### config.mk
export PLATFORM = sky130hd
export DESIGN_NAME = uart
export DESIGN_NICKNAME = d
export VERILOG_FILES = /design/src/logic/uart_pkg.sv /design/src/logic/uart.sv /design/src/logic/uart_frame_rx.sv /design/src/logic/uart_frame_tx.sv
export VERILOG_INCLUDE_DIRS = /design/src /design/src/logic
export SDC_FILE = /design/constraint.sdc
export NUM_CORES = 1
export LEC_CHECK = 0
export ABC_CLOCK_PERIOD_IN_PS = 5400
export BUFFER_PORTS_ARGS = -buffer_cell sky130_fd_sc_hd__buf_2
export CORE_MARGIN = 4
export CORE_UTILIZATION = 48
export DETAILED_ROUTE_END_ITERATION = 16
export GPL_ROUTABILITY_DRIVEN = 0
export GPL_TIMING_DRIVEN = 0
export HOLD_SLACK_MARGIN = 0.03
export PLACE_DENSITY = 0.73
export SYNTH_ARGS = -nofsm -noshare
export SYNTH_HDL_FRONTEND = slang
export SYNTH_HIERARCHICAL = 1
export SYNTH_SLANG_ARGS = --single-unit
export TNS_END_PERCENT = 20
### constraint.sdc
create_clock -name clk -period 5.4 [get_ports clk]
set_input_delay 1.08 -clock clk [delete_from_list [all_inputs] [get_ports clk]]
set_output_delay 1.08 -clock clk [all_outputs]
set_load 0.1 [all_outputs]
### src/logic/uart_macros.svh
`ifndef UART_MACROS_SVH
`define UART_MACROS_SVH

// ============================================================
// Serial link timing and framing
// ============================================================

// Clock cycles per serial bit. Any value of 4 or more works.
`define UART_CLKS_PER_BIT 8

// Start bit, eight data bits, odd parity and stop bit.
`define UART_FRAME_BITS 11

// A command word goes out as two frames back to back.
`define UART_CMD_BITS 22

`endif

### src/logic/uart_pkg.sv
`include "uart_macros.svh"

package uart_pkg;

   // ============================================================
   // Data widths
   // ============================================================

   // Command word. The high byte goes out first.
   typedef logic [15:0] cmd_word_t;

   typedef logic [7:0] data_byte_t;

   // Bit position within a command, 0 to 21.
   typedef logic [4:0] bit_cnt_t;

   // Clock cycle within one bit period.
   typedef logic [$clog2(`UART_CLKS_PER_BIT + 1)-1:0] baud_cnt_t;

   // ============================================================
   // Receive report
   // ============================================================

   // Parity error means data plus parity held an even number of ones.
   typedef struct packed {
      data_byte_t data;
      logic       parity_err;
      logic       stop_err;
   } rx_result_t;

   // ============================================================
   // State machines
   // ============================================================

   typedef enum logic {
      TX_IDLE,
      TX_SEND
   } tx_state_t;

   typedef enum logic [1:0] {
      RX_IDLE,
      RX_START,
      RX_BITS,
      RX_STOP
   } rx_state_t;

endpackage

### src/logic/uart.sv
`timescale 1ns/1ps

// ============================================================
// Serial command link
// ============================================================

// Transmit and receive paths share only the clock and reset, so a
// command can go out while a byte is coming in.
module uart (
   input  logic                 clk,
   input  logic                 rst_n,
   input  uart_pkg::cmd_word_t  cmd_in,
   input  logic                 cmd_vld,
   output logic                 cmd_rdy,
   output logic                 tx,
   input  logic                 rx,
   output logic                 read_rdy,
   output uart_pkg::rx_result_t read_result
);

   // Command port to the tx line, two frames per word.
   uart_frame_tx uart_frame_tx_inst (
      .clk     (clk),
      .rst_n   (rst_n),
      .cmd_in  (cmd_in),
      .cmd_vld (cmd_vld),
      .cmd_rdy (cmd_rdy),
      .tx      (tx)
   );

   // The rx line to one strobed result per frame.
   uart_frame_rx uart_frame_rx_inst (
      .clk         (clk),
      .rst_n       (rst_n),
      .rx          (rx),
      .read_rdy    (read_rdy),
      .read_result (read_result)
   );

endmodule

### src/logic/uart_frame_rx.sv
`timescale 1ns/1ps
`include "uart_macros.svh"

module uart_frame_rx (
   input  logic                 clk,
   input  logic                 rst_n,
   input  logic                 rx,
   output logic                 read_rdy,
   output uart_pkg::rx_result_t read_result
);
   import uart_pkg::*;

   rx_state_t  state;
   baud_cnt_t  baud_cnt;
   bit_cnt_t   bit_cnt;
   logic       rx_meta;
   logic       rx_sync;
   logic       rx_prev;
   logic       rx_fall;
   logic       half_end;
   logic       bit_end;
   logic       last_bit;
   logic       shift_en;
   data_byte_t data_sr;
   logic       par_acc;

   // ============================================================
   // Input synchronizer and edge detect
   // ============================================================

   always_ff @(posedge clk or negedge rst_n) begin
      if (!rst_n) begin
         rx_meta <= 1'b1;
         rx_sync <= 1'b1;
         rx_prev <= 1'b1;
      end else begin
         rx_meta <= rx;
         rx_sync <= rx_meta;
         rx_prev <= rx_sync;
      end
   end

   // A start needs a real 1 to 0 transition, so after a stop error the
   // line has to return high before the next frame can begin.
   assign rx_fall = rx_prev && !rx_sync;

   assign half_end = (baud_cnt == baud_cnt_t'(`UART_CLKS_PER_BIT / 2 - 1));
   assign bit_end  = (baud_cnt == baud_cnt_t'(`UART_CLKS_PER_BIT - 1));

   // Data bits take positions 0 to 7, the parity bit position 8.
   assign last_bit = (bit_cnt == bit_cnt_t'(`UART_FRAME_BITS - 3));
   assign shift_en = (state == RX_BITS) && bit_end;

   // ============================================================
   // Frame FSM
   // ============================================================

   always_ff @(posedge clk or negedge rst_n) begin
      if (!rst_n) begin
         state       <= RX_IDLE;
         baud_cnt    <= '0;
         bit_cnt     <= '0;
         read_rdy    <= 1'b0;
         read_result <= '0;
      end else begin
         read_rdy <= 1'b0;
         case (state)
            RX_IDLE: begin
               if (rx_fall) begin
                  state    <= RX_START;
                  baud_cnt <= '0;
               end
            end
            RX_START: begin
               // Mid-bit check of the start bit filters short glitches.
               if (half_end) begin
                  baud_cnt <= '0;
                  bit_cnt  <= '0;
                  if (!rx_sync) begin
                     state <= RX_BITS;
                  end else begin
                     state <= RX_IDLE;
                  end
               end else begin
                  baud_cnt <= baud_cnt + 1'b1;
               end
            end
            RX_BITS: begin
               if (bit_end) begin
                  baud_cnt <= '0;
                  if (last_bit) begin
                     state <= RX_STOP;
                  end else begin
                     bit_cnt <= bit_cnt + 1'b1;
                  end
               end else begin
                  baud_cnt <= baud_cnt + 1'b1;
               end
            end
            RX_STOP: begin
               if (bit_end) begin
                  state       <= RX_IDLE;
                  baud_cnt    <= '0;
                  read_rdy    <= 1'b1;
                  read_result <= rx_result_t'{data:       data_sr,
                                              parity_err: !par_acc,
                                              stop_err:   !rx_sync};
               end else begin
                  baud_cnt <= baud_cnt + 1'b1;
               end
            end
            default: begin
               state <= RX_IDLE;
            end
         endcase
      end
   end

   // ============================================================
   // Data path
   // ============================================================

   // par_acc ends up 1 when data plus parity has an odd count of ones.
   always_ff @(posedge clk) begin
      if (state == RX_START) begin
         par_acc <= 1'b0;
      end else if (shift_en) begin
         par_acc <= par_acc ^ rx_sync;
         if (!last_bit) begin
            data_sr <= {data_sr[6:0], rx_sync};
         end
      end
   end

   // ============================================================
   // Assertions
   // ============================================================

   a_strobe_single: assert property (
      @(posedge clk) disable iff (!rst_n)
      read_rdy |=> !read_rdy
   ) else $error("read_rdy high for two cycles in a row");

   a_strobe_from_stop: assert property (
      @(posedge clk) disable iff (!rst_n)
      read_rdy |-> ($past(state) == RX_STOP) && (state == RX_IDLE)
   ) else $error("read_rdy raised without leaving RX_STOP");

endmodule

### src/logic/uart_frame_tx.sv
`timescale 1ns/1ps
`include "uart_macros.svh"

module uart_frame_tx (
   input  logic                clk,
   input  logic                rst_n,
   input  uart_pkg::cmd_word_t cmd_in,
   input  logic                cmd_vld,
   output logic                cmd_rdy,
   output logic                tx
);
   import uart_pkg::*;

   tx_state_t                 state;
   baud_cnt_t                 baud_cnt;
   bit_cnt_t                  bit_cnt;
   logic [`UART_CMD_BITS-1:0] frame_q;
   logic [`UART_CMD_BITS-1:0] frame_d;
   data_byte_t                hi_byte;
   data_byte_t                lo_byte;
   logic                      hi_par;
   logic                      lo_par;
   logic                      accept;
   logic                      bit_end;
   logic                      last_bit;

   // ============================================================
   // Frame assembly
   // ============================================================

   assign hi_byte = cmd_in[15:8];
   assign lo_byte = cmd_in[7:0];

   // The parity bit makes the count of ones odd.
   assign hi_par = ~^hi_byte;
   assign lo_par = ~^lo_byte;

   // Leftmost bit goes out first.
   assign frame_d = {1'b0, hi_byte, hi_par, 1'b1,
                     1'b0, lo_byte, lo_par, 1'b1};

   assign accept   = cmd_vld && cmd_rdy;
   assign bit_end  = (baud_cnt == baud_cnt_t'(`UART_CLKS_PER_BIT - 1));
   assign last_bit = (bit_cnt == bit_cnt_t'(`UART_CMD_BITS - 1));

   // ============================================================
   // Control
   // ============================================================

   // The start bit is driven at the acceptance edge, so every bit
   // including the last stop bit lasts exactly one period.
   always_ff @(posedge clk or negedge rst_n) begin
      if (!rst_n) begin
         state    <= TX_IDLE;
         cmd_rdy  <= 1'b1;
         tx       <= 1'b1;
         baud_cnt <= '0;
         bit_cnt  <= '0;
      end else begin
         case (state)
            TX_IDLE: begin
               if (accept) begin
                  state    <= TX_SEND;
                  cmd_rdy  <= 1'b0;
                  tx       <= frame_d[`UART_CMD_BITS-1];
                  baud_cnt <= '0;
                  bit_cnt  <= '0;
               end
            end
            TX_SEND: begin
               if (bit_end) begin
                  baud_cnt <= '0;
                  if (last_bit) begin
                     state   <= TX_IDLE;
                     cmd_rdy <= 1'b1;
                     tx      <= 1'b1;
                  end else begin
                     bit_cnt <= bit_cnt + 1'b1;
                     tx      <= frame_q[`UART_CMD_BITS-1];
                  end
               end else begin
                  baud_cnt <= baud_cnt + 1'b1;
               end
            end
            default: begin
               state <= TX_IDLE;
            end
         endcase
      end
   end

   // Bit 21 of the shift register is the next bit to go out.
   always_ff @(posedge clk) begin
      if (accept) begin
         frame_q <= {frame_d[`UART_CMD_BITS-2:0], 1'b1};
      end else if (state == TX_SEND && bit_end) begin
         frame_q <= {frame_q[`UART_CMD_BITS-2:0], 1'b1};
      end
   end

   // ============================================================
   // Assertions
   // ============================================================

   a_busy_not_ready: assert property (
      @(posedge clk) disable iff (!rst_n)
      (state == TX_SEND) |-> !cmd_rdy
   ) else $error("cmd_rdy high while a command is being sent");

   a_bit_cnt_range: assert property (
      @(posedge clk) disable iff (!rst_n)
      bit_cnt <= bit_cnt_t'(`UART_CMD_BITS - 1)
   ) else $error("bit_cnt past the last bit: %0d", bit_cnt);

endmodule

; Word level (Yosys, flattened, before mapping)
; Index checks and enable logic that the tools add are counted.
[totals]
input_bits = 20
word_cells = 101
regBits = 66
output_inout_bits = 13
[op_classes]
eq_ne = 18
mux = 37
bitwise = 4
reduce_logical = 19
add_sub_neg = 4
[op_table]
columns = cell, n
row1 = $mux W22, 2
row2 = $mux W5, 6
row3 = $mux W4, 5
row4 = $pmux W5 S2, 2
row5 = $reduce_xnor A8 Y1, 2
row6 = $mux W2, 6
row7 = $ne A2 B1 Y1 const B, 6
row8 = $pmux W4 S3, 1
row9 = $add A5 B1 Y5 const B, 2
row10 = $mux W1, 10
row11 = $reduce_and A3 Y1, 3
row12 = $add A4 B1 Y4 const B, 2
row13 = $eq A4 B3 Y1 const B, 2
row14 = $ne A2 B2 Y1 const B, 4
row15 = $pmux W2 S4, 1
row16 = $pmux W4 S2, 1
row17 = $pmux W1 S2, 3
row18 = $eq A5 B4 Y1 const B, 1
row19 = $eq A5 B5 Y1 const B, 1
row20 = $reduce_and A5 Y1, 1
row21 = $eq A2 B2 Y1 const B, 2
row22 = $eq A4 B2 Y1 const B, 1
row23 = $logic_and A1 B1 Y1, 4
row24 = $reduce_and A2 Y1, 2
row25 = other kinds (8), 12

; Logic depth before layout (Yosys ltp)
[depth]
depth_word = 4
depth_mapped = 6
ltp_nobuf = 6

; Modules after synthesis
; The synthesis kept the hierarchy.
[by_module_without_submodules]
columns = mod, instances, seq_area_each_um2, area_per_inst_um2, cells_per_inst
row1 = uart_frame_tx, 1, 883.3, 1561.5, 125
row2 = uart_frame_rx, 1, 889.6, 1466.4, 136

; Worst setup path after synthesis
; No wires, ideal clock.
[synth_timing]
path_kind = input-to-reg
startpoint = in cmd_vld
endpoint = reg uart_frame_tx_inst.frame_q[10] (data pin)
setup_time_ns = 0.257
path_slack_ns = 3.362
path_stages = 4
required_time_ns = 5.143
arrival_ns = 1.781
path_buffers = 2
cell_sequence = and2_1 buf_2 buf_2 a22o_2
[synth_via]
elab_chain_len = 2
[synth_lines]
columns = item, line_no
row1 = "start, declared", uart.sv:13  ; input logic cmd_vld,
row2 = $logic_and A1 B1 Y1, uart_frame_tx.sv:42  ; assign accept = cmd_vld && cmd_rdy;
row3 = $mux W22, uart_frame_tx.sv:94  ; if (accept) begin
row4 = "end signal, assigned", uart_frame_tx.sv:95  ; frame_q <= {frame_d[`UART_CMD_BITS-2:0], 1'b1};
row5 = "end signal, assigned", uart_frame_tx.sv:97  ; frame_q <= {frame_q[`UART_CMD_BITS-2:0], 1'b1};
row6 = "end, declared", uart_frame_tx.sv:17  ; logic [`UART_CMD_BITS-1:0] frame_q;
; Every way passes these cells.
; A chain may end at the register's enable or synchronous reset.

; Final worst setup path
[layout_timing]
startpoint = reg uart_frame_tx_inst.cmd_rdy
endpoint = out cmd_rdy
[layout_lines]
columns = item, line_no
row1 = "start, declared", uart_frame_tx.sv:9  ; output logic cmd_rdy,
row2 = "start signal, assigned", uart_frame_tx.sv:55  ; cmd_rdy <= 1'b1;
row3 = "start signal, assigned", uart_frame_tx.sv:64  ; cmd_rdy <= 1'b0;
row4 = "start signal, assigned", uart_frame_tx.sv:75  ; cmd_rdy <= 1'b1;
row5 = "end, declared", uart.sv:14  ; output logic cmd_rdy,
; No word-level cell between the ends.

==> metrics.txt <==
# TYPE chip_impl_metric gauge
chip_impl_metric{name="hold_viol_final",unit=""} 0
chip_impl_metric{name="ir_worst_vdd",unit="V"} 0.0002166
chip_impl_metric{name="setup_tns",unit="ns"} 0
chip_impl_metric{name="floorplan.die_area",unit="sq mm"} 0.007643
chip_impl_metric{name="synth-async-reset-ratio",unit=""} 0.5606
chip_impl_metric{name="dieHeight",unit="um"} 87.43
chip_impl_metric{name="via_per_inst",unit=""} 5.333
chip_impl_metric{name="path_buf_inv",unit=""} 1
chip_impl_metric{name="place_ws",unit="ns"} 3.116
chip_impl_info{name="cp_cell_sequence",value="buf_2"} 1
chip_impl_metric{name="first_global_vias",unit=""} 1968
chip_impl_info{name="critPathTopFamily",value="flip-flops"} 1
chip_impl_metric{name="setup_violations",unit=""} 0
chip_impl_metric{name="drt-initial-drc-count",unit=""} 120
chip_impl_metric{name="die_x",unit="um"} 87.43
chip_impl_metric{name="grt_use_total",unit=""} 0.1560
chip_impl_info{name="cts-root-buf",value="sky130_fd_sc_hd__clkbuf_8"} 1
chip_impl_metric{name="power",unit="W"} 0.001431
chip_impl_metric{name="residual_drc_count",unit=""} 0
chip_impl_metric{name="required",unit="ns"} 4.32
chip_impl_metric{name="share_of_cells_above_drive_strength_1",unit=""} 0.2718
chip_impl_metric{name="design.core.area",unit="sq mm"} 0.006026
chip_impl_metric{name="routed_wl",unit="um"} 5475
chip_impl_metric{name="worst_setup_hold_path_clk_slew",unit="ns"} 0.07
chip_impl_metric{name="syn-instance-count",unit=""} 261
chip_impl_info{name="min-delay-path-class",value="flip-flop to flip-flop"} 1
chip_impl_metric{name="share_seq_of_total_power",unit=""} 0.424
chip_impl_metric{name="placementRows",unit=""} 28
chip_impl_metric{name="grt_start_max_net_pins",unit=""} 38
chip_impl_metric{name="antenna_cells",unit=""} 0
chip_impl_metric{name="finalMaxSlewViolations",unit=""} 0
chip_impl_metric{name="worst_hold_slack_across_all_endpoints",unit="ns"} 0.3559
chip_impl_metric{name="post_cts.repair.setup_buffers",unit=""} 0
chip_impl_metric{name="max-cap-violations",unit=""} 0
chip_impl_metric{name="slew_headroom",unit=""} 0.2243
chip_impl_info{name="grt_setup_unrepaired",value="no"} 1
chip_impl_info{name="crit_type",value="flip-flop to output pin"} 1
chip_impl_metric{name="antenna_left",unit=""} 0
chip_impl_metric{name="cpPeakStageDelay",unit="ns"} 0.55
chip_impl_metric{name="area_growth",unit="%"} 15.12
chip_impl_metric{name="synthesis.area",unit="sq mm"} 0.003028
chip_impl_metric{name="final_nets",unit=""} 330
chip_impl_metric{name="clock_sink_count",unit=""} 66
chip_impl_metric{name="detail_route.wl_per_cell",unit="um"} 14.26
chip_impl_info{name="cts_tree",value="yes"} 1
chip_impl_metric{name="syn_nets",unit=""} 287
chip_impl_metric{name="post_cts.resized_instances",unit=""} 0
chip_impl_metric{name="clock.fmax",unit="GHz"} 0.4184
chip_impl_info{name="run_status",value="complete, no violations"} 1
chip_impl_metric{name="power_density",unit="mW/mm^2"} 410.6
chip_impl_metric{name="regArea",unit="sq mm"} 0.001773
chip_impl_metric{name="clockPowerShare",unit=""} 0.294
chip_impl_metric{name="synthDistinctLibCells",unit=""} 52
chip_impl_metric{name="crit_fanout",unit=""} 4
chip_impl_metric{name="drt_pre_antenna_iters",unit=""} 4
chip_impl_metric{name="min_period",unit="ns"} 2.390
chip_impl_metric{name="multi_input_area",unit="sq mm"} 0.001160
chip_impl_info{name="worst_path_max_delay_cell",value="sky130_fd_sc_hd__dfstp_2"} 1
chip_impl_metric{name="num-fill-cells",unit=""} 508
chip_impl_metric{name="ys_seq_area_frac",unit=""} 0.5855
chip_impl_metric{name="cts-hold-fix-buffers",unit=""} 0
chip_impl_metric{name="synth_warnings",unit=""} 6
chip_impl_metric{name="dpl.hpwl",unit="um"} 3709
chip_impl_metric{name="grt_antenna_before_repair",unit=""} 0
chip_impl_metric{name="grt-ovfl-total",unit=""} 0
chip_impl_metric{name="design.portCount",unit=""} 33
chip_impl_metric{name="worst_skew_pair.late_latency",unit="ns"} 0.33
chip_impl_metric{name="cell_internal_pwr",unit="W"} 0.0009163
chip_impl_metric{name="first_pass_grt_wire_length",unit="um"} 9094
chip_impl_info{name="synth-main-ff-cell",value="sky130_fd_sc_hd__dfrtp_1"} 1
chip_impl_metric{name="power.net_switching",unit="W"} 0.0005149
chip_impl_info{name="critical_path.endpoint_type",value="output pin"} 1
chip_impl_metric{name="final.setup_skew",unit="ns"} 0.006843
chip_impl_metric{name="vias_post_dr",unit=""} 2048
chip_impl_metric{name="p_comb_frac",unit=""} 0.282
chip_impl_metric{name="fin_crit_sh",unit=""} 0.4426
chip_impl_metric{name="clockBufferDepth",unit=""} 2
chip_impl_metric{name="fin_ws",unit="ns"} 3.010
chip_impl_metric{name="worst_slew_pin_slew",unit="ns"} 1.155
chip_impl_metric{name="p_leak",unit="nW"} 1.508
chip_impl_metric{name="synth-edff-count",unit=""} 26
chip_impl_metric{name="inserted_clock_buffers",unit=""} 9
chip_impl_metric{name="h-tree-depth",unit=""} 3
chip_impl_metric{name="port_buffers",unit=""} 32
chip_impl_info{name="worstSetupStartpointType",value="flip-flop"} 1
chip_impl_metric{name="switching_share",unit=""} 0.3598
chip_impl_metric{name="arrival",unit="ns"} 1.31
chip_impl_metric{name="initial_utilization",unit=""} 0.5025
chip_impl_metric{name="synth-seq-cells",unit=""} 66
chip_impl_metric{name="post_synth.cell_area_avg",unit="sq um"} 11.60
==> sequential cells by signal (all words and copies together), names as in the netlist, 4 cells and up, named ones only <==
| name | count |
|---|---|
| uart_frame_rx_inst/bit_cnt | 5 |
| uart_frame_tx_inst/baud_cnt | 4 |
| uart_frame_tx_inst/frame_q | 20 |
| uart_frame_rx_inst/data_sr | 8 |
| uart_frame_rx_inst/baud_cnt | 4 |
| uart_frame_rx_inst/read_result | 10 |
| uart_frame_tx_inst/bit_cnt | 5 |
==> stage by stage <==
step / utilization / area, sq um / std cells
after detailed placement: 0.5446 / 3282 / 368
after global placement: 0.5446 / 3282 / 368
after global routing: 0.5785 / 3486 / 384
final: 0.5785 / 3486 / 384
after floorplan: - / 3028 / 261
after CTS: 0.5785 / 3486 / 384
==> cell type report <==
cell class                 count  area share
buffer                        10     0.01866
clock buffer                  11     0.04343
clock inverter                 5     0.01508
inverter                       8    0.008615
multi-input combinational    177      0.3327
sequential                    66      0.5086
tap                           75     0.02692
timing repair buffer          32     0.04594
==> power by group through the flow <==
stage / Sequential (W) / Combinational (W) / Clock, W
after detailed placement: 0.000617 / 0.000403 / 0
final: 0.000607 / 0.000404 / 0.000420
after CTS: 0.000607 / 0.000404 / 0.000432
after floorplan: 0.000760 / 0.000175 / 0
after global placement: 0.000616 / 0.000397 / 0
after global routing: 0.000614 / 0.000439 / 0.000458
==> path summary, 6_finish.rpt <==
| check | end | depth (start not counted) | from | slack, ns |
|---|---|---|---|---|
| min | uart_frame_rx_inst/rx_sync | 0 | uart_frame_rx_inst/rx_meta | 0.36 |
| max in group asynchronous | uart_frame_rx_inst/bit_cnt[0] | 1 | rst_n | 4.03 |
| max | cmd_rdy | 1 | uart_frame_tx_inst/cmd_rdy | 3.01 |
| max reg2reg | uart_frame_rx_inst/data_sr[3] | 4 | uart_frame_rx_inst/bit_cnt[0] | 3.22 |
| min in group asynchronous | uart_frame_rx_inst/baud_cnt[0] | 1 | rst_n | 0.84 |
| min reg2reg | uart_frame_rx_inst/rx_sync | 0 | uart_frame_rx_inst/rx_meta | 0.36 |
==> synth_stat cells, types with 2 or more instances <==
library cell               instances  area share
sky130_fd_sc_hd__nand2_1          40       0.050
sky130_fd_sc_hd__dfrtp_1          32        0.26
sky130_fd_sc_hd__edfxtp_1         26        0.26
sky130_fd_sc_hd__xnor2_1          15       0.043
sky130_fd_sc_hd__o21ai_0          14       0.023
sky130_fd_sc_hd__nand3_1          13       0.021
sky130_fd_sc_hd__a21oi_1          11       0.018
sky130_fd_sc_hd__a22o_1           10       0.029
sky130_fd_sc_hd__a22o_2            9       0.030
sky130_fd_sc_hd__nor2_1            8      0.0099
sky130_fd_sc_hd__buf_2             7       0.012
sky130_fd_sc_hd__inv_1             7      0.0087
sky130_fd_sc_hd__ha_1              6       0.025
sky130_fd_sc_hd__dfstp_2           5       0.043
sky130_fd_sc_hd__or2_2             4      0.0083
sky130_fd_sc_hd__dfxtp_1           3       0.020
sky130_fd_sc_hd__mux2i_1           3      0.0099
sky130_fd_sc_hd__nand2b_1          3      0.0062
sky130_fd_sc_hd__nand3b_1          3      0.0074
sky130_fd_sc_hd__nor2b_1           3      0.0062
sky130_fd_sc_hd__nor3_1            3      0.0050
sky130_fd_sc_hd__a31oi_1           2      0.0041
sky130_fd_sc_hd__nand4_1           2      0.0041
sky130_fd_sc_hd__nand4b_1          2      0.0058
sky130_fd_sc_hd__o22ai_1           2      0.0041
sky130_fd_sc_hd__xor2_1            2      0.0058
==> cells in the final DEF (no fill, tap or decap), types with 2 or more instances in the layout <==
master and count:
sky130_fd_sc_hd__mux2i_1 3, sky130_fd_sc_hd__nand2b_1 3, sky130_fd_sc_hd__nand2_1 40, sky130_fd_sc_hd__nand3b_1 3, sky130_fd_sc_hd__buf_2 39, sky130_fd_sc_hd__dfstp_2 5, sky130_fd_sc_hd__xor2_1 2, sky130_fd_sc_hd__nand4b_1 2
sky130_fd_sc_hd__a31oi_1 2, sky130_fd_sc_hd__or2_2 4, sky130_fd_sc_hd__nand3_1 13, sky130_fd_sc_hd__dfrtp_1 32, sky130_fd_sc_hd__nor2b_1 3, sky130_fd_sc_hd__dfxtp_1 3, sky130_fd_sc_hd__nor3_1 3, sky130_fd_sc_hd__edfxtp_1 26
sky130_fd_sc_hd__inv_1 7, sky130_fd_sc_hd__clkinv_2 3, sky130_fd_sc_hd__a22o_2 9, sky130_fd_sc_hd__nor2_1 8, sky130_fd_sc_hd__o21ai_0 14, sky130_fd_sc_hd__a21oi_1 11, sky130_fd_sc_hd__a22o_1 10, sky130_fd_sc_hd__nand4_1 2
sky130_fd_sc_hd__o22ai_1 2, sky130_fd_sc_hd__ha_1 6, sky130_fd_sc_hd__clkbuf_8 11, sky130_fd_sc_hd__xnor2_1 15
==> cells by family after synthesis <==
| logic type | after synthesis | share of synthesized area |
|---|---|---|
| muxes | 4 | 0.01364 |
| buffers and inverters | 18 | 0.03140 |
| xor gates and xnor gates | 17 | 0.04918 |
| AOI/OAI and AO/OA | 58 | 0.1368 |
| adders and majority gates | 6 | 0.02479 |
| and+or+nand+nor | 92 | 0.1587 |
| DFF | 66 | 0.5855 |
==> per-layer routing <==
metal  up-vias  GRT usage  wire length (um)
met2        36     0.2281              2476
met4         0    0.08089                74
met3         6    0.03784               211
met5         -          0                 0
met1       982     0.2144              2712
li1       1024          -                 -
Note: power is estimated with default switching activity, not from simulation.
